## config.mk

```make
export PLATFORM = sky130hd
export DESIGN_NAME = servant_timer
export DESIGN_NICKNAME = d
export VERILOG_FILES = /design/src/design/servant_pkg.sv /design/src/design/servant_timer.sv
export SDC_FILE = /design/constraint.sdc
export NUM_CORES = 1
export LEC_CHECK = 0
export ABC_AREA = 0
export BUFFER_PORTS_ARGS = -buffer_cell sky130_fd_sc_hd__buf_2
export CELL_PAD_IN_SITES_DETAIL_PLACEMENT = 0
export CELL_PAD_IN_SITES_GLOBAL_PLACEMENT = 1
export CORE_MARGIN = 2
export CORE_UTILIZATION = 40
export DETAILED_ROUTE_END_ITERATION = 10
export PLACE_DENSITY_LB_ADDON = 0.08
export SYNTH_ARGS = -nofsm -noshare
export SYNTH_HDL_FRONTEND = slang
export SYNTH_SLANG_ARGS = --single-unit
export TNS_END_PERCENT = 5
```

## constraint.sdc

```tcl
create_clock -name i_wb_clk -period 1.9 [get_ports i_wb_clk]
set_clock_uncertainty 0.1 [all_clocks]
set_input_delay 0 -clock i_wb_clk [delete_from_list [all_inputs] [get_ports i_wb_clk]]
set_output_delay 0 -clock i_wb_clk [all_outputs]
set_load 0.1 [all_outputs]
```

## src/design/servant_pkg.sv

```systemverilog
package servant_pkg;

   localparam logic [1:0] REGION_RAM   = 2'd0;  // 0x0000_0000
   localparam logic [1:0] REGION_GPIO  = 2'd1;  // 0x4000_0000
   localparam logic [1:0] REGION_TIMER = 2'd2;  // 0x8000_0000
   localparam logic [1:0] REGION_NONE  = 2'd3;  // 0xC000_0000

   localparam logic [1:0] TMR_MTIME    = 2'd0;
   localparam logic [1:0] TMR_MTIMECMP = 2'd1;

   // Address as seen by memory targets
   typedef struct packed {
      logic [1:0]  region;
      logic [27:0] word;
      logic [1:0]  offset;
   } mem_view_t;

   // Address as seen by register targets
   typedef struct packed {
      logic [1:0]  region;
      logic [25:0] unused;
      logic [1:0]  reg_sel;
      logic [1:0]  offset;
   } io_view_t;

   typedef union packed {
      mem_view_t mem;
      io_view_t  io;
   } bus_addr_u;

endpackage

```

## src/design/servant_timer.sv

```systemverilog
`timescale 1ns/10ps

module servant_timer
   import servant_pkg::*;
#(
   parameter int TIMER_WIDTH = 32
) (
   input  logic        i_wb_clk,
   input  logic        i_arst_n,
   input  logic [1:0]  i_sel,
   input  logic [31:0] i_dat,
   input  logic        i_we,
   output logic [31:0] o_rdt,
   output logic        o_irq
);

   logic [TIMER_WIDTH-1:0] mtime;
   logic [TIMER_WIDTH-1:0] mtimecmp;

   always_ff @(posedge i_wb_clk or negedge i_arst_n) begin
      if (!i_arst_n) begin
         mtime    <= '0;
         mtimecmp <= '1;  // Keeps irq quiet out of reset
      end else begin
         if (i_we && i_sel == TMR_MTIME)
            mtime <= i_dat[TIMER_WIDTH-1:0];
         else
            mtime <= mtime + 1'b1;

         if (i_we && i_sel == TMR_MTIMECMP)
            mtimecmp <= i_dat[TIMER_WIDTH-1:0];
      end
   end

   always_comb begin
      case (i_sel)
         TMR_MTIME:    o_rdt = 32'(mtime);
         TMR_MTIMECMP: o_rdt = 32'(mtimecmp);
         default:      o_rdt = 32'd0;
      endcase
   end

   // Unsigned compare, level output
   assign o_irq = (mtime >= mtimecmp);

endmodule

```

* Word level (Yosys, flattened, before mapping)
Index checks and enable logic that the tools add are counted.
** Word-level totals
- Output and inout port bits :: 33
- Logic and storage cells :: 10
- Bits in registers :: 64
** Operators by class
- $add $sub $neg :: 1
- Reduce and logical (&&, ||, !) cells :: 3
- $lt $le $gt $ge :: 1
- Equal/unequal tests :: 1
- Mux-type cells :: 2
** Operators by type and width (number)
- $pmux 32 s2 :: 1
- $add 32x1->32 const B :: 1
- $ge 32x32->1 :: 1
- $mux 32 :: 1
- $eq 2x1->1 const B :: 1
- $logic_and 1x1->1 :: 2
- $logic_not 2->1 :: 1

* Longest topological paths before layout
- Word-level depth :: 3
- Mapped depth :: 7

* Worst setup path after synthesis
Ideal clock, no wire load.
- Path type :: reg2out
- From :: register mtimecmp[14]
- To :: output o_irq
- Path buffers :: 0
- Path slack :: -1.181 ns
- Arrival time :: 2.981 ns
- Stages on the path, launching flop included :: 8
- Path through :: dfstp_2 > inv_1 > ha_1 > nand4_1 > or2_2 > a2111oi_0 > nor4b_1 > o21ai_1
** Between the ends
- Word-level cells in the longest chain between the ends :: 1
** RTL lines
- from (decl) :: RTL line servant_timer.sv:18 : logic [TIMER_WIDTH-1:0] mtimecmp;
- from (signal assigned) :: RTL line servant_timer.sv:31 : mtimecmp <= i_dat[TIMER_WIDTH-1:0];
- $ge 32x32->1 :: RTL line servant_timer.sv:44 : assign o_irq = (mtime >= mtimecmp);
- to (decl) :: RTL line servant_timer.sv:14 : output logic o_irq
No other way between the ends.

* Worst setup path after layout
- From :: register mtimecmp[15]
- To :: output o_irq
The elaborated chain is that of the path after synthesis.

==> metrics.cfg <==
[run_status]
status=complete, but fails checks
violations=setup timing

[worst_setup_path]
critPathSlowestCell=dfstp_2
slowest_delay_ns=0.54
crit_buf_inv=3
crit_type=reg -> out
cp_top_family=flip-flops
crit_path_cell_trace=inv_2 > ha_4 > nand4_1 > or2_4 > a2111oi_4 > nor4b_2 > buf_4 > o21ai_4 > buf_12
setup.worst_path.end_class=output pin
critical_path_peak_fanout=2
worstPathRequired_ns=1.80
cp-start-kind=flip-flop
arrival_ns=2.44

[route]
met3_length_um=346
first_pass_iters=4
post_drt_wl_per_cell_um=14.8
met1_length_um=5520
remaining_drc_errors=0
route.met2.wl_um=5590
viasPerCell=4.95
top_layer_used=met4
postRouteAntennaNets=0
vias=3851
drt_iter0_drc=91
drt-total-wl_um=11500

[cells_and_area]
layout_commonest_cell=buf_4
final_nets=703
fin_util_pct=62.0
final_cell_mix=buf_4 (81), nand2_1 (42), nor2_1 (40), buf_2 (40), mux2i_1 (35)
layout-drive-gt1-share_pct=43.1
area_delta_synth_final_pct=52.2
antenna_cells=0

[clock_tree]
cts_htree_levels=3
clkSlewWorstSetupHoldPaths_ns=0.07
cts_buffers=9
cts_num_sinks=64
insertion_delay_ns=0.35
cts_tree=yes
cts_buffer_depth=2
cts_root_buffer=clkbuf_8

[timing]
worst_pin_slew_ns=0.485
worst_slack_ns=-0.637
slew_violations=0
fmax_mhz=394
finalHoldViolations=0
layout_min_cycle_time_ns=2.54
finalSetupViolations=1
rsz0062_at_grt=yes
finalSetupTns_ns=-0.637
post-route-period-util_pct=134
slew_headroom_pct=67.9

[grt]
grt_pass1_vias=3923
grt_max_degree=65
grt_remaining_overflow=0
grt_pass1_wl_um=19300
antenna_found_initial=0
grt_use_total_pct=21.3

[placed_design]
place_ws_ns=-0.381
routabilityCongestion=0.836
port-buffer-count=69
dp_hpwl_um=8580

[floorplan]
die_area_sq_um=11800
die_w_um=109
die_h_um=109
initial_utilization_pct=40.7
rows=38
coreArea_sq_um=10700
ios=70

[synth]
synthTopCellsByArea=dfstp_2 (19%), dfrtp_1 (18%), ha_1 (9.4%)
synth_cells=453
ys_ff_latch=64
synth_ff_type=dfstp_2
async_flop_share_pct=100
synth_top_area_share_pct=19.2
ys_types=45
yosysSeqAreaShare_pct=37.5
syn_nets=523
yosys.area.top_type=dfstp_2
avgSynthCellArea_sq_um=9.66
synth_area_sq_um=4380
synth_enable_flop_cells=0
yosysWarnings=0

[pwr]
p_per_area_nw_per_um2=968
peakVddDrop_uv=566
cellLeakagePower_nw=3.07

[run]
drv_cap=0

[worst_hold_path]
hold_path_class=in -> async

[worst register-to-register path: cells and delay by family (launching register included)]
kind | cells | cell delay [ns]
and+or+nand+nor | 4 | 0.72
DFF | 1 | 0.41
AOI/OAI and AO/OA | 1 | 0.17
buffers and inverters | 2 | 0.33
[power breakdown]
| group | internal [W] | switching (W) |
|---|---|---|
| combinational | 0.00154 | 0.00192 |
| sequential | 0.00174 | 0.000186 |
| clock | 0.000549 | 0.000513 |
| total | 0.00383 | 0.00262 |
[logic make-up after synthesis]
| family | synth area share (%) |
|---|---|
| compound gates | 7.09 |
| mux | 16.5 |
| fa+ha+maj | 9.43 |
| xor+xnor | 4.60 |
| simple gates | 19.7 |
| buf+inv | 5.17 |
| flops | 37.5 |
[cell type report]
cell class	instances	area, sq um
fillers	955	4080
clock buffers	16	170
repair buffers	188	1810
multi-input cells	333	2730
inverters	37	139
well taps	140	175
flip-flops and latches	64	1640
[through the flow]
stage / cells / hold slack [ns] / instance area [sq um] / total power (W)
global placement: 727 / -0.0525 / 6010 / 0.00519
detailed placement: 727 / -0.0511 / 6010 / 0.00524
floorplan: 453 / -0.396 / 4450 / 0.00389
global route: 778 / 0.120 / 6660 / 0.00689
finish: 778 / 0.0947 / 6660 / 0.00645
CTS: 778 / 0.0954 / 6630 / 0.00649
[synth_stat cells (2+ instances only)]
master / number
a31oi_1: 2
nor4_1: 2
a2111oi_0: 3
ha_1: 33
inv_1: 37
nor3_1: 3
and2_1: 3
o21ai_2: 3
o21ai_0: 18
dfstp_2: 32
o21ai_1: 5
xor2_1: 11
and3_1: 3
mux2i_1: 35
nor4_2: 3
nand3_1: 23
a21o_1: 6
nand4_1: 11
nand2_1: 42
and4_4: 3
nand3_4: 3
xnor2_1: 12
a21oi_1: 15
dfrtp_1: 32
mux2_2: 32
clkbuf_1: 8
buf_2: 10
and4_1: 7
nor2_1: 40
[sequential cells by signal (all words and copies together), names as in the netlist]
name / flops
mtimecmp: 32
mtime: 32
[repair_timing]
item                                    CTS  global route
hold endpoints to repair                128             0
pin swaps                                10             3
endpoints found under the setup margin    1            10
setup buffers                             2             0
gates resized for setup                  17             7
hold buffers                             33             0
[path summary, 6_finish.rpt]
| path | startpoint | end | slack (ns) | cells past startpoint |
|---|---|---|---|---|
| max reg2reg | mtime[19] | mtime[30] | 0.10 | 7 |
| max in group asynchronous | i_arst_n | mtimecmp[24] | 1.28 | 3 |
| min | i_arst_n | mtime[6] | 0.09 | 3 |
| max | mtimecmp[15] | o_irq | -0.64 | 9 |
| min in group i_wb_clk | i_we | mtime[1] | 0.17 | 5 |
| min reg2reg | mtime[0] | mtime[0] | 0.52 | 2 |
[per-layer routing]
metal	up-vias	GRT usage, %
met3	9	4.46
met1	1832	28.4
met4	0	5.77
li1	1954	-
met5	-	0
met2	56	34.9
No activity file was read; power rests on OpenSTA's default activity.
