--- config.mk ---
export PLATFORM = sky130hd
export DESIGN_NAME = servant_mux_flat
export DESIGN_NICKNAME = d
export VERILOG_FILES = /design/src/design/servant_pkg.sv /design/src/design/wb_if.sv /design/src/design/servant_mux.sv /design/src/flat_wrapper.sv
export SDC_FILE = /design/constraint.sdc
export NUM_CORES = 1
export LEC_CHECK = 0
export BUFFER_PORTS_ARGS = -buffer_cell sky130_fd_sc_hd__buf_2
export CORE_AREA = 2 2 107 109
export CTS_CLUSTER_DIAMETER = 30
export CTS_CLUSTER_SIZE = 14
export DETAILED_ROUTE_END_ITERATION = 10
export DIE_AREA = 0 0 109 111
export REMOVE_ABC_BUFFERS = 1
export SLEW_MARGIN = 20
export SYNTH_ARGS = -nofsm -noshare
export SYNTH_HDL_FRONTEND = slang
export SYNTH_SLANG_ARGS = --single-unit
--- constraint.sdc ---
create_clock -name i_wb_clk -period 2.42 [get_ports i_wb_clk]
set_input_delay 0.484 -clock i_wb_clk [delete_from_list [all_inputs] [get_ports i_wb_clk]]
set_output_delay 0.484 -clock i_wb_clk [all_outputs]
set_load 0.02 [all_outputs]
--- src/design/servant_pkg.sv ---
package servant_pkg;

   localparam logic [1:0] REGION_RAM   = 2'd0;  // 0x0000_0000
   localparam logic [1:0] REGION_GPIO  = 2'd1;  // 0x4000_0000
   localparam logic [1:0] REGION_TIMER = 2'd2;  // 0x8000_0000
   localparam logic [1:0] REGION_NONE  = 2'd3;  // 0xC000_0000

   localparam logic [1:0] TMR_MTIME    = 2'd0;
   localparam logic [1:0] TMR_MTIMECMP = 2'd1;

   // Address as seen by memory targets
   typedef struct packed {
      logic [1:0]  region;
      logic [27:0] word;
      logic [1:0]  offset;
   } mem_view_t;

   // Address as seen by register targets
   typedef struct packed {
      logic [1:0]  region;
      logic [25:0] unused;
      logic [1:0]  reg_sel;
      logic [1:0]  offset;
   } io_view_t;

   typedef union packed {
      mem_view_t mem;
      io_view_t  io;
   } bus_addr_u;

endpackage

--- src/design/wb_if.sv ---
`timescale 1ns/10ps

interface wb_if
   import servant_pkg::*;
   ();

   bus_addr_u   adr;
   logic [31:0] dat;
   logic [3:0]  sel;
   logic        we;
   logic        cyc;
   logic [31:0] rdt;
   logic        ack;   // One cycle pulse per request

   modport master (
      output adr, dat, sel, we, cyc,
      input  rdt, ack
   );

   modport slave (
      input  adr, dat, sel, we, cyc,
      output rdt, ack
   );

endinterface

--- src/design/servant_mux.sv ---
`timescale 1ns/10ps

module servant_mux
   import servant_pkg::*;
(
   input  logic        i_wb_clk,
   input  logic        i_arst_n,

   input  bus_addr_u   i_dbus_adr,
   input  logic [31:0] i_dbus_dat,
   input  logic [3:0]  i_dbus_sel,
   input  logic        i_dbus_we,
   input  logic        i_dbus_cyc,
   output logic [31:0] o_dbus_rdt,
   output logic        o_dbus_ack,

   wb_if.master        mem,

   output logic [1:0]  o_tmr_sel,
   output logic [31:0] o_tmr_dat,
   output logic        o_tmr_we,
   input  logic [31:0] i_tmr_rdt,

   output logic        o_q
);

   logic        is_ram;
   logic        io_cyc;
   logic        io_ack;
   logic        io_wr;
   logic        gpio_q;
   logic [31:0] io_rdt;

   assign is_ram = (i_dbus_adr.io.region == REGION_RAM);
   assign io_cyc = i_dbus_cyc & ~is_ram;
   assign io_wr  = io_ack & io_cyc & i_dbus_we;  // Acknowledged write

   assign mem.adr = i_dbus_adr;
   assign mem.dat = i_dbus_dat;
   assign mem.sel = i_dbus_sel;
   assign mem.we  = i_dbus_we;
   assign mem.cyc = i_dbus_cyc & is_ram;

   always_ff @(posedge i_wb_clk or negedge i_arst_n) begin
      if (!i_arst_n) begin
         io_ack <= 1'b0;
         gpio_q <= 1'b0;
      end else begin
         io_ack <= io_cyc & ~io_ack;  // No back-to-back ack
         if (io_wr && i_dbus_adr.io.region == REGION_GPIO)
            gpio_q <= i_dbus_dat[0];
      end
   end

   always_comb begin
      case (i_dbus_adr.io.region)
         REGION_GPIO:  io_rdt = {31'd0, gpio_q};
         REGION_TIMER: io_rdt = i_tmr_rdt;
         REGION_NONE:  io_rdt = 32'd0;  // Unmapped reads as zero
         default:      io_rdt = 32'd0;
      endcase
   end

   assign o_dbus_rdt = is_ram ? mem.rdt : io_rdt;
   assign o_dbus_ack = is_ram ? mem.ack : (io_ack & io_cyc);

   assign o_tmr_sel = i_dbus_adr.io.reg_sel;
   assign o_tmr_dat = i_dbus_dat;
   assign o_tmr_we  = io_wr & (i_dbus_adr.io.region == REGION_TIMER);

   assign o_q = gpio_q;

endmodule

--- src/flat_wrapper.sv ---
// flat-port wrapper written by rule: the top's interface ports become plain ports
module servant_mux_flat import servant_pkg::*;
  (i_wb_clk, i_arst_n, i_dbus_adr, i_dbus_dat, i_dbus_sel, i_dbus_we, i_dbus_cyc, o_dbus_rdt, o_dbus_ack, o_tmr_sel, o_tmr_dat, o_tmr_we, i_tmr_rdt, o_q, mem_adr, mem_dat, mem_sel, mem_we, mem_cyc, mem_rdt, mem_ack);
  wb_if mem_i ();
  input  logic i_wb_clk;
  input  logic i_arst_n;
  input  bus_addr_u i_dbus_adr;
  input  logic [31:0] i_dbus_dat;
  input  logic [3:0] i_dbus_sel;
  input  logic i_dbus_we;
  input  logic i_dbus_cyc;
  output logic [31:0] o_dbus_rdt;
  output logic o_dbus_ack;
  output logic [1:0] o_tmr_sel;
  output logic [31:0] o_tmr_dat;
  output logic o_tmr_we;
  input  logic [31:0] i_tmr_rdt;
  output logic o_q;
  output wire logic [$bits(mem_i.adr)-1:0] mem_adr;
  output wire logic [$bits(mem_i.dat)-1:0] mem_dat;
  output wire logic [$bits(mem_i.sel)-1:0] mem_sel;
  output wire logic [$bits(mem_i.we)-1:0] mem_we;
  output wire logic [$bits(mem_i.cyc)-1:0] mem_cyc;
  input wire logic [$bits(mem_i.rdt)-1:0] mem_rdt;
  input wire logic [$bits(mem_i.ack)-1:0] mem_ack;
  assign mem_adr = mem_i.adr;
  assign mem_dat = mem_i.dat;
  assign mem_sel = mem_i.sel;
  assign mem_we = mem_i.we;
  assign mem_cyc = mem_i.cyc;
  assign mem_i.rdt = mem_rdt;
  assign mem_i.ack = mem_ack;
  servant_mux u_core (.i_wb_clk(i_wb_clk), .i_arst_n(i_arst_n), .i_dbus_adr(i_dbus_adr), .i_dbus_dat(i_dbus_dat), .i_dbus_sel(i_dbus_sel), .i_dbus_we(i_dbus_we), .i_dbus_cyc(i_dbus_cyc), .o_dbus_rdt(o_dbus_rdt), .o_dbus_ack(o_dbus_ack), .mem(mem_i), .o_tmr_sel(o_tmr_sel), .o_tmr_dat(o_tmr_dat), .o_tmr_we(o_tmr_we), .i_tmr_rdt(i_tmr_rdt), .o_q(o_q));
endmodule
# Word level (Yosys, flattened, before mapping)
# Cells that the tools add are included.
dict set report word_totals {
  register_bits 2
  in_bits 137
  out_inout_bits 139
  elab_cells 17
}
dict set report classes {
  eq_ne 2
  muxes 3
  n_bitwise 8
  reduce_logical 2
}
# operator n
set op_table {}
lappend op_table {{32-bit one-hot mux with 2 select lines} 1}
lappend op_table {{32-bit two-way mux} 1}
lappend op_table {{1-bit AND} 6}
lappend op_table {{2-bit by 1-bit == test with 1-bit output (second input constant)} 1}
lappend op_table {{2-bit == test (second input constant)} 1}
lappend op_table {{2-bit logical NOT} 1}
lappend op_table {{1-bit inverter} 2}
lappend op_table {{1-bit logical AND} 1}
lappend op_table {{1-bit two-way mux} 1}

# Depth between registers and ports, before layout
dict set report depth {
  ltp_word 6
  mapped_depth 6
  depth_no_buf 5
}

# Worst setup path after synthesis
# Ideal clock, no wire load.
dict set report synth_timing {
  path_kind {input -> output}
  from {input port i_dbus_adr[30] in the netlist's numbering}
  to {output port o_dbus_rdt[14]}
  t_arrival_ps 1579
  required_time_ps 1936
  setup_slack_ps 357
  path_stages 5
  path_buffers 2
  path_cell_list {inv_1 -> ha_1 -> buf_2 -> buf_2 -> o21ai_0}
}
dict set report synth_between {
  elab_chain_len 3
  word_cells_on_any_way 5
  cone_classes {2 x eq/ne; 2 x mux; 1 x reduce/logical}
}
# element line_no
set synth_lines {}
lappend synth_lines {{start, declared} flat_wrapper.sv:7} ;# input bus_addr_u i_dbus_adr;
lappend synth_lines {{2-bit == test / 2-bit by 1-bit == test with 1-bit output (equally long branches)} servant_mux.sv:56} ;# case (i_dbus_adr.io.region)
lappend synth_lines {{32-bit one-hot mux with 2 select lines} servant_mux.sv:56}
lappend synth_lines {{32-bit two-way mux (*)} servant_mux.sv:64} ;# assign o_dbus_rdt = is_ram ? mem.rdt : io_rdt;
lappend synth_lines {{end, declared} flat_wrapper.sv:12} ;# output logic [31:0] o_dbus_rdt;
# Mark *: on every way between the ends. The rest lies on a longest branch, timed or not.

# Worst setup path in the final report
dict set report layout_timing {
  from {input port i_dbus_adr[30] in the netlist's numbering}
  to {output port o_dbus_rdt[31]}
}
# The elaborated chain is that of the path after synthesis.

==> flow_summary.toml <==
[power]
pwr-share-seq_pct = 7.9
p_sw_share_pct = 34.3
switchingPower_mw = 0.183
power_density_nw_per_um2 = 370
p_total_mw = 0.532
worst_ir_drop_vdd_v = 0.000423
p_leak_nw = 0.758
p_int_mw = 0.349
combPwrFrac_pct = 45.1
clockPowerShare_pct = 47.0

[sta]
final-setup-viol-count = 0
hold_viol = 0
tightest_slew_ps = 182
max_freq_mhz = 483
finalMaxSlewViolations = 0
post-route-period-util_pct = 85.6
rsz0062_at_grt = "no"
hold_slack_ps = 46.6
finalWorstSetupSlack_ps = 348
slew_headroom_pct = 87.8
period_needed_ps = 2070
skew_ps = 0.417

[worst_setup_path]
critPathSlowestCell = "ha_1"
crit_chain = "buf_2, inv_1, ha_1, buf_12, nand2_1, o21ai_0, buf_2"
critPathCaptureType = "primary output"
path_buf_inv = 4
critPathMaxFanout = 29
critical_path_class = "in -> out"
cpLargestDelayFamily = "buffers and inverters"
critical_path.max_stage_delay_ps = 250
required_ps = 1940
crit_top_cell = "buf_2"
cp.arrival_ps = 1590
start_kind = "input pin"

[die]
die_h_um = 111
die_x_um = 109
std_cell_rows = 39
start_util_pct = 12.7
core_area_um2 = 11100
dieArea_um2 = 12100
io_pins = 276

[synth]
syn_area_um2 = 1400
yosysSeqAreaShare_pct = 3.57
async_flop_share_pct = 100
synth.area.top_cells = "buf_4, nand2_1, o21ai_0"
ys_warn_count = 0
synthDistinctLibCells = 15
yosysTopAreaCell = "buf_4"
synth_common_cells = "buf_4, nand2_1, o21ai_0"
yosysTopAreaCellShare_pct = 56.8
synth.avg_cell_area_um2 = 6.23
synth_edf_count = 0
ys_ff_latch = 2
synthCells = 225
dominantRegCellSynth = "dfrtp_1"
synth_most_common_cell = "buf_4"

[place]
io_buffers = 112
placed_cells = 370
place_area_um2 = 1360
gp_congestion = 0.660
dp_hpwl_um = 9110
dpl_worst_slack_ps = 335

[layout]
area_growth_pct = 2.59
layout-drive-gt1-share_pct = 52.2
antenna_cells = 0
nets = 373
fin_cells = 373
final_area_um2 = 1440
fill_cells = 1295

[detailed_routing]
remaining_drc_errors = 0
drt-vias-per-instance = 3.74
vias = 1396
routedWlPerCell_um = 27.9
postRouteAntennaNets = 0
first_pass_iters = 4
first_iter_violations = 123
wl_um = 10400

[clock_network]
cts_hold_buf = 0
cts_root_buffer = "clkbuf_16"
cts_buffers = 3
htreeDepth = 1
postCtsSetupBuffers = 0
ctsLongestPathBuffers = 2
cts_tree = "yes"
post_cts_resized = 0
cts.sinks = 2
clk_pin_slew_ps = 30
insertion_delay_ps = 220

[grt]
grt_overflow = 0
gr-usage-all-layers_pct = 16.2
grt_pass1_vias = 1262
grt_max_degree = 51
antenna_found_initial = 0
grt_pass1_wl_um = 12600

[outcome]
status = "finished, final reports clean"

[hold_path]
hp-class = "in -> async"

[flow_run]
drv_cap = 0
-- layout make-up --
class / count / area [um2] / share of cell area (%)
Timing Repair Buffer: 115 / 608 / 42.3
Inverter: 2 / 7.51 / 0.522
Clock buffer: 3 / 75.1 / 5.22
Tap cell: 143 / 179 / 12.4
Sequential cell: 2 / 50.0 / 3.48
Multi-Input combinational cell: 108 / 518 / 36.0
-- layout by cell type (no fill, tap or decap), drive strengths merged --
cell	instances
nand2	64
a22o	2
clkbuf	3
and4	1
buf	115
dfrtp	2
nor2b	2
and2	1
o21ai	32
inv	2
mux2	1
nand4	1
ha	4
-- cell families after synthesis --
| kind of cell | Yosys count | synth area share, % |
|---|---|---|
| AO/OA/AOI/OAI | 34 | 12.7 |
| buffers and inverters | 115 | 59.6 |
| AND/OR/NAND/NOR | 69 | 19.7 |
| adder cells (fa/ha/maj) | 4 | 3.57 |
| flip-flops | 2 | 3.57 |
| multiplexers | 1 | 0.804 |
-- through the flow --
stage	setup TNS, ps	util (%)
global route	0	13.0
finish	0	13.0
global placement	0	12.3
CTS	0	13.0
detailed placement	0	12.3
floorplan	-8210	-
-- power groups by stage --
stage                     logic, mW  registers (mW)  clock network [mW]
after global routing          0.266          0.0429               0.255
after floorplan               0.107          0.0459                   0
final                         0.240          0.0420               0.250
after CTS                     0.243          0.0419               0.254
after detailed placement      0.241          0.0421                   0
after global placement        0.242          0.0425                   0
-- routing by layer --
metal / vias to the layer above / global-route usage [%] / wire length, um
li1: 613 / - / -
met1: 554 / 12.9 / 2850
met2: 213 / 25.3 / 4540
met3: 12 / 17.6 / 2650
met4: 4 / 5.13 / 290
met5: - / 6.70 / 92
-- registers in the layout, indices dropped and copies added (netlist names) --
name / count
u_core.o_q: 1
u_core.io_ack: 1
-- worst paths after layout --
check / startpoint / endpoint / slack [ps] / cells after the start
setup reg to reg: u_core.io_ack / u_core.o_q / 1470 / 2
min in group i_wb_clk: u_core.io_ack / u_core.io_ack / 490 / 1
setup / recovery: i_dbus_adr[30] / o_dbus_rdt[31] / 350 / 7
hold / removal: i_arst_n / u_core.o_q / 50 / 1
max in group asynchronous: i_arst_n / u_core.io_ack / 2270 / 1
hold reg to reg: u_core.io_ack / u_core.io_ack / 490 / 1
No activity file was read; power rests on OpenSTA's default activity.
