## config.mk

```make
export PLATFORM = sky130hd
export DESIGN_NAME = servant_arbiter_flat
export DESIGN_NICKNAME = d
export VERILOG_FILES = /design/src/design/servant_pkg.sv /design/src/design/wb_if.sv /design/src/design/servant_arbiter.sv /design/src/flat_wrapper.sv
export SDC_FILE = /design/constraint.sdc
export NUM_CORES = 1
export LEC_CHECK = 0
export BUFFER_PORTS_ARGS = -buffer_cell sky130_fd_sc_hd__buf_2
export CORE_AREA = 2 2 106 108
export DETAILED_ROUTE_END_ITERATION = 8
export DIE_AREA = 0 0 108 110
export PLACE_DENSITY_LB_ADDON = 0.3
export SYNTH_ARGS = -nofsm -noshare
export SYNTH_HDL_FRONTEND = slang
export SYNTH_SLANG_ARGS = --single-unit
```

## constraint.sdc

```tcl
create_clock -name vclk -period 0.8
set_input_delay 0.16 -clock vclk [all_inputs]
set_output_delay 0.16 -clock vclk [all_outputs]
set_load 0.1 [all_outputs]
```

## src/design/servant_pkg.sv

```systemverilog
package servant_pkg;

   localparam logic [1:0] REGION_RAM   = 2'd0;  // 0x0000_0000
   localparam logic [1:0] REGION_GPIO  = 2'd1;  // 0x4000_0000
   localparam logic [1:0] REGION_TIMER = 2'd2;  // 0x8000_0000
   localparam logic [1:0] REGION_NONE  = 2'd3;  // 0xC000_0000

   localparam logic [1:0] TMR_MTIME    = 2'd0;
   localparam logic [1:0] TMR_MTIMECMP = 2'd1;

   // Address as seen by memory targets
   typedef struct packed {
      logic [1:0]  region;
      logic [27:0] word;
      logic [1:0]  offset;
   } mem_view_t;

   // Address as seen by register targets
   typedef struct packed {
      logic [1:0]  region;
      logic [25:0] unused;
      logic [1:0]  reg_sel;
      logic [1:0]  offset;
   } io_view_t;

   typedef union packed {
      mem_view_t mem;
      io_view_t  io;
   } bus_addr_u;

endpackage

```

## src/design/wb_if.sv

```systemverilog
`timescale 1ns/10ps

interface wb_if
   import servant_pkg::*;
   ();

   bus_addr_u   adr;
   logic [31:0] dat;
   logic [3:0]  sel;
   logic        we;
   logic        cyc;
   logic [31:0] rdt;
   logic        ack;   // One cycle pulse per request

   modport master (
      output adr, dat, sel, we, cyc,
      input  rdt, ack
   );

   modport slave (
      input  adr, dat, sel, we, cyc,
      output rdt, ack
   );

endinterface

```

## src/design/servant_arbiter.sv

```systemverilog
`timescale 1ns/10ps

module servant_arbiter
   import servant_pkg::*;
(
   input  bus_addr_u   i_ibus_adr,
   input  logic        i_ibus_cyc,
   output logic [31:0] o_ibus_rdt,
   output logic        o_ibus_ack,

   wb_if.slave         dbus,
   wb_if.master        mem
);

   logic dbus_owns;

   // Data bus wins whenever it asks
   assign dbus_owns = dbus.cyc;

   assign mem.adr = dbus_owns ? dbus.adr : i_ibus_adr;
   assign mem.dat = dbus.dat;
   assign mem.sel = dbus_owns ? dbus.sel : 4'b1111;
   assign mem.we  = dbus_owns & dbus.we;  // Ibus only reads
   assign mem.cyc = dbus.cyc | i_ibus_cyc;

   assign dbus.rdt = mem.rdt;
   assign dbus.ack = mem.ack & dbus_owns;

   assign o_ibus_rdt = mem.rdt;
   assign o_ibus_ack = mem.ack & ~dbus_owns & i_ibus_cyc;  // Loser sees no ack

endmodule

```

## src/flat_wrapper.sv

```systemverilog
// flat-port wrapper written by rule: the top's interface ports become plain ports
module servant_arbiter_flat import servant_pkg::*;
  (i_ibus_adr, i_ibus_cyc, o_ibus_rdt, o_ibus_ack, dbus_adr, dbus_dat, dbus_sel, dbus_we, dbus_cyc, dbus_rdt, dbus_ack, mem_adr, mem_dat, mem_sel, mem_we, mem_cyc, mem_rdt, mem_ack);
  wb_if dbus_i ();
  wb_if mem_i ();
  input  bus_addr_u i_ibus_adr;
  input  logic i_ibus_cyc;
  output logic [31:0] o_ibus_rdt;
  output logic o_ibus_ack;
  input wire logic [$bits(dbus_i.adr)-1:0] dbus_adr;
  input wire logic [$bits(dbus_i.dat)-1:0] dbus_dat;
  input wire logic [$bits(dbus_i.sel)-1:0] dbus_sel;
  input wire logic [$bits(dbus_i.we)-1:0] dbus_we;
  input wire logic [$bits(dbus_i.cyc)-1:0] dbus_cyc;
  output wire logic [$bits(dbus_i.rdt)-1:0] dbus_rdt;
  output wire logic [$bits(dbus_i.ack)-1:0] dbus_ack;
  output wire logic [$bits(mem_i.adr)-1:0] mem_adr;
  output wire logic [$bits(mem_i.dat)-1:0] mem_dat;
  output wire logic [$bits(mem_i.sel)-1:0] mem_sel;
  output wire logic [$bits(mem_i.we)-1:0] mem_we;
  output wire logic [$bits(mem_i.cyc)-1:0] mem_cyc;
  input wire logic [$bits(mem_i.rdt)-1:0] mem_rdt;
  input wire logic [$bits(mem_i.ack)-1:0] mem_ack;
  assign dbus_i.adr = dbus_adr;
  assign dbus_i.dat = dbus_dat;
  assign dbus_i.sel = dbus_sel;
  assign dbus_i.we = dbus_we;
  assign dbus_i.cyc = dbus_cyc;
  assign dbus_rdt = dbus_i.rdt;
  assign dbus_ack = dbus_i.ack;
  assign mem_adr = mem_i.adr;
  assign mem_dat = mem_i.dat;
  assign mem_sel = mem_i.sel;
  assign mem_we = mem_i.we;
  assign mem_cyc = mem_i.cyc;
  assign mem_i.rdt = mem_rdt;
  assign mem_i.ack = mem_ack;
  servant_arbiter u_core (.i_ibus_adr(i_ibus_adr), .i_ibus_cyc(i_ibus_cyc), .o_ibus_rdt(o_ibus_rdt), .o_ibus_ack(o_ibus_ack), .dbus(dbus_i), .mem(mem_i));
endmodule
```

### Word-level counts from Yosys, hierarchy flattened

Cells that the tools add are included.

| word-level totals | value |
|---|---|
| register bits after elaboration | 0 |
| input bits | 136 |
| output and inout bits | 136 |
| word-level logic and storage cells | 8 |

| cells by class | value |
|---|---|
| mux-type cells | 2 |
| bitwise logic cells | 6 |

Operator list:

| operator | count |
|---|---|
| $mux 32 | 1 |
| $and 1x1->1 | 4 |
| $mux 4 | 1 |
| $not 1->1 | 1 |
| $or 1x1->1 | 1 |

### Longest topological paths before layout

Gate-level depths: netlist of run 1.

| logic depth | value |
|---|---|
| word-level depth | 3 |
| gate-level depth with buffers | 2 |
| mapped depth without buffers | 1 |

### Least setup slack after synthesis of run 1

OpenSTA, ideal clock, no wires.

| timing | value |
|---|---|
| kind | input to output |
| start point | input dbus_cyc |
| end point | output o_ibus_ack |
| arrival | 1,112 ps |
| required time | 640 ps |
| path slack | -472 ps |
| stages on the path | 2 |
| buffers on the path | 1 |
| path through | buf_6 -> and3b_1 |

| on the way | value |
|---|---|
| cells in the longest elaborated chain, start to end | 3 |

Ends and longest elaborated chain:

| what | line | text |
|---|---|---|
| from (decl) | flat_wrapper.sv:14 | `input wire logic [$bits(dbus_i.cyc)-1:0] dbus_cyc;` |
| $not 1->1 | servant_arbiter.sv:30 | `assign o_ibus_ack = mem.ack & ~dbus_owns & i_ibus_cyc;` |
| $and 1x1->1 (2 in a row) | servant_arbiter.sv:30 |  |
| to (decl) | flat_wrapper.sv:9 | `output logic o_ibus_ack;` |

No other way between the ends.

### Worst setup path after layout of run 1

Same ends and word-level chain as after synthesis.

==> results of run 1 <==
-- metrics by stage --
stage	setup TNS [ns]	std cells	worst slack [ns]	hold slack, ns	util, %
after global routing	-11.11	301	-0.3197	0.3201	19.60
after floorplan	-2.928	140	-0.1435	0.5315	-
after CTS	-10.66	300	-0.3037	0.3207	19.36
after detailed placement	-12.95	294	-0.3712	0.3207	18.02
final	-10.46	301	-0.2992	0.3200	19.60
after global placement	-12.97	294	-0.3655	0.3207	18.02
-- final cells by class --
cell class         instances  share of cell area, %
repair buffers           121                  64.26
multi-input cells         40                  27.39
well taps                140                  8.353
-- timing repair --
item	in CTS	in global routing
hold buffers	0	0
setup buffers	3	1
setup endpoints to repair	40	40
cloned	3	0
gates resized for setup	13	5
-- how the worst max path moves through the flow --
stage | endpoint | slack [ns]
floorplan | o_ibus_ack | -0.14
global placement | mem_adr[23] | -0.37
detailed placement | mem_adr[9] | -0.37
CTS | mem_adr[9] | -0.30
global route | mem_adr[9] | -0.32
finish | o_ibus_ack | -0.30
-- cells in the final DEF, fill, tap and decap left out, drive strengths merged --
master,synthesis,layout
or2,1,1
and3b,1,1
and2,2,2
buf,100,121
mux2,32,32
nand2b,4,4
-- cell families after synthesis --
group / after synthesis / synth area share [%]
buffers and inverters: 100 / 64.97
and+or+nand+nor: 8 / 4.459
muxes: 32 / 30.57
-- metal layers --
metal	up-vias	GRT usage, %
li1	396	-
met5	-	0
met4	0	5.861
met2	102	11.77
met3	44	3.469
met1	378	5.172
-- power by group --
group	internal (mW)	total (mW)	leakage (nW)	switching (mW)
Combinational	0.992	2.40	1.06	1.41
Sequential	0	0	0	0
Clock	0	0	0	0
Total	0.992	2.40	1.06	1.41
==> results_dict.tcl, run 1 <==
set metrics [dict create \
    cpMaxStageDelayCell "and3b_4" \
    slew_headroom_pct 93.96 \
    detail_route.first_pass.iterations 2 \
    synth_cell_types 7 \
    status "finished with violations" \
    hold_path.class "in -> out" \
    placed_cell_area_sq_um 1928 \
    violations "setup timing" \
    hold_depth 0 \
    critPathMostFrequentCell "buf_12" \
    startpoint "dbus_cyc" \
    core-area_sq_um 10700 \
    layout.area.seq_sq_um 0 \
    met1_length_microns 1009 \
    grt_pass1_vias 1084 \
    path_cells "buf_12 -> buf_16 -> and3b_4 -> buf_12" \
    drive_gt1_share_pct 100.0 \
    peakVddDrop_v 0.0004852 \
    rows 38 \
    n_fill_cell 1183 \
    track_usage_pct 6.580 \
    synth_warnings 0 \
    overflow 0 \
    grt_max_degree 11 \
    seq_cell_count 0 \
    cap_violations 0 \
    wl_met3_microns 758 \
    vias 920 \
    rsz0062_at_grt "yes" \
    gp_congestion 0.7509 \
    drcViolationCount 0 \
    total_power_mw 2.402 \
    p_per_area_nw_per_um2 1145 \
    setup_ws_ns -0.2992 \
    cp_slowest_stage_delay_ns 0.31 \
    die_x_microns 108 \
    clkbuf_count 0 \
    grt_pass1_wl_microns 5968 \
    synth.most_common_cell "buf_4" \
    finalCritPeriodShare_pct 137.4 \
    fp.dieH_microns 110 \
    syn2layout_area_growth_pct 77.92 \
    postLayoutCellArea_sq_um 2097 \
    synth_seq_area_share_pct 0 \
    worst_pin_slew_ns 0.09057 \
    setup_viol 40 \
    min-delay-start "mem_rdt[0]" \
    crit_arrival_ns 0.94 \
    synth_cells 140 \
    cp_top_family "buffers and inverters" \
    fin_nets 299 \
    port_buffers 112 \
    ioPinCount 272 \
    wl_met2_microns 2041 \
    initialDrtViolationCount 5 \
    yosysTopAreaCell "buf_4" \
    cp_num_cells 4 \
    min_period_ns 1.099 \
    max_freq_mhz 909.7 \
    antenna_found_initial 0 \
    synth_area_leaders "buf_4 (61%), mux2_2 (31%), buf_6 (3.8%)" \
    synth_area_per_cell_sq_um 8.419 \
    wire_per_inst_microns 14.03 \
    start_kind "input pin" \
    hold_viol 0 \
    drt_wl_total_microns 4224 \
    multiInputGateArea_sq_um 574.3 \
    diodes 0 \
    critical_path_class "in -> out" \
    synth.net_count 276 \
    slew_violations 0 \
    viasPerCell 3.056 \
    critPathBufInv 3 \
    p_leak_nw 1.059 \
    syn_area_sq_um 1179 \
    antenna_left 0 \
    synth.top_cell.area_share_pct 61.15 \
    hold_path_end "dbus_rdt[0]" \
    dieArea_sq_um 11880 \
    worst_setup_path_end_kind "output port" \
    critPathMaxFanout 8 \
    highest-signal-layer "met4" \
    start_util_pct 11.02 \
    crit_required_ns 0.64 \
    synth_commonest_cells "buf_4 (96), mux2_2 (32), buf_6 (4), nand2b_1 (4), and2_1 (2)" \
]
Power figures use the tool's default switching activity.
==> run 2: changes to the inputs <==
==> constraint.sdc (replaced) <==
create_clock -name vclk -period 0.8
set_input_delay 0.16 -clock vclk [all_inputs]
set_output_delay 0.16 -clock vclk [all_outputs]
set_load 0.01 [all_outputs]
==> results_dict.tcl, run 2 (same netlist as run 1, synthesis figures left out) <==
set metrics [dict create \
    vias 921 \
    layout_common_cells "buf_2 (74), buf_6 (38), mux2_4 (25)" \
    grt_pass1_wl_microns 5464 \
    total_power_uw 984.9 \
    hold_viol 0 \
    worst_pin_slew_ns 0.09038 \
    port_buffers 112 \
    grt_max_degree 10 \
    grt_pass1_vias 1001 \
    start_util_pct 11.02 \
    layout.area.seq_sq_um 0 \
    diodes 0 \
    finalCritPeriodShare_pct 131.8 \
    viasPerCell 3.080 \
    max_freq_mhz 948.3 \
    drt_wl_total_microns 4231 \
    clkbuf_count 0 \
    crit_required_ns 0.64 \
    multiInputGateArea_sq_um 544.3 \
    n_fill_cell 1207 \
    gp_congestion 0.7416 \
    setup_viol 39 \
    initialDrtViolationCount 8 \
    hold_depth 0 \
    crit_arrival_ns 0.89 \
    fp.dieH_microns 110 \
    setup_ws_ns -0.2545 \
    core-area_sq_um 10700 \
    fin_nets 297 \
    utilization_pct 15.66 \
    antenna_found_initial 0 \
    critical_path_class "in -> out" \
    cp_slowest_stage_delay_ns 0.22 \
    drive_gt1_share_pct 99.37 \
    violations "setup timing" \
    ioPinCount 272 \
    seq_cell_count 0 \
    hold_path.class "in -> out" \
    dieArea_sq_um 11880 \
    wire_per_inst_microns 14.15 \
    min_period_ns 1.055 \
    hold_path_end "dbus_rdt[7]" \
    drcViolationCount 0 \
    slew_headroom_pct 93.97 \
    start_kind "input pin" \
    fin_tns_setup_ns -8.411 \
    overflow 0 \
    cts_hold_buf 0 \
    status "finished with violations" \
    peakVddDrop_v 0.0001490 \
    cpMaxStageDelayCell "or2_4" \
    die_x_microns 108 \
    rows 38 \
    track_usage_pct 6.122 \
    cap_violations 0 \
    final_common_cell "buf_2" \
    antenna_left 0 \
    syn2layout_area_growth_pct 42.14 \
    detail_route.first_pass.iterations 2 \
    slew_violations 0 \
    p_leak_nw 0.8794 \
    place_hpwl_microns 3193 \
    path_cells "buf_12 -> buf_12 -> buf_6 -> or2_4 -> buf_6" \
    rsz0062_at_grt "yes" \
    critPathMaxFanout 8 \
    p_per_area_nw_per_um2 587.9 \
    min-delay-start "mem_rdt[7]" \
    worst_setup_path_end_kind "output port" \
]
run 2: changes by cell type in the layout (fill, tap and decap cells not counted), sizes merged:
cell / delta
buf: -2
run 2: worst max-delay path by stage:
stage / from / end / slack [ns] / cells after the start
after global placement: dbus_cyc / mem_cyc / -0.37 / 5
after global routing: dbus_cyc / mem_adr[24] / -0.28 / 4
after floorplan: dbus_cyc / mem_adr[0] / 0.01 / 2
after CTS: dbus_cyc / mem_cyc / -0.26 / 5
final: dbus_cyc / mem_cyc / -0.25 / 5
after detailed placement: dbus_cyc / mem_cyc / -0.38 / 5
run 2: metal layers:
metal / track usage (%) / wire length [microns] / vias up
met2: 12.22 / 2280 / 85
met3: 2.116 / 555 / 52
met4: 5.495 / 374 / 0
li1: - / - / 395
met1: 4.469 / 1020 / 389
met5: 0 / 0 / -
run 2: timing repair:
action                     in CTS  in global routing
resized for setup              74                  9
setup endpoints to repair      40                 40
cloned                          3                  0
setup buffers                   1                  0
pin swaps                       2                  1
run 2: cell type report:
| type | count | share of cell area [%] |
|---|---|---|
| multi-input cells | 40 | 32.49 |
| repair buffers | 119 | 57.06 |
| well taps | 140 | 10.46 |
run 2: worst max-delay path: cells and delay by family:
kind / cells / cell delay [ns]
simple gates: 1 / 0.22
buf+inv: 4 / 0.52
run 2: where the power goes:
part           internal (mW)  leakage [nW]  switching (mW)
registers                  0             0               0
logic                  0.652         0.879           0.333
clock network              0             0               0
total                  0.652         0.879           0.333
run 2: stage by stage:
step | area, sq um | setup WS (ns) | cells | hold WS (ns)
2_1_floorplan | 1179 | 0.009853 | 140 | 0.4118
3_3_place_gp | 1196 | -0.3722 | 295 | 0.3201
3_5_place_dp | 1196 | -0.3765 | 295 | 0.3201
4_1_cts | 1634 | -0.2575 | 299 | 0.3201
5_1_grt | 1675 | -0.2768 | 299 | 0.3200
6_report | 1675 | -0.2545 | 299 | 0.3200
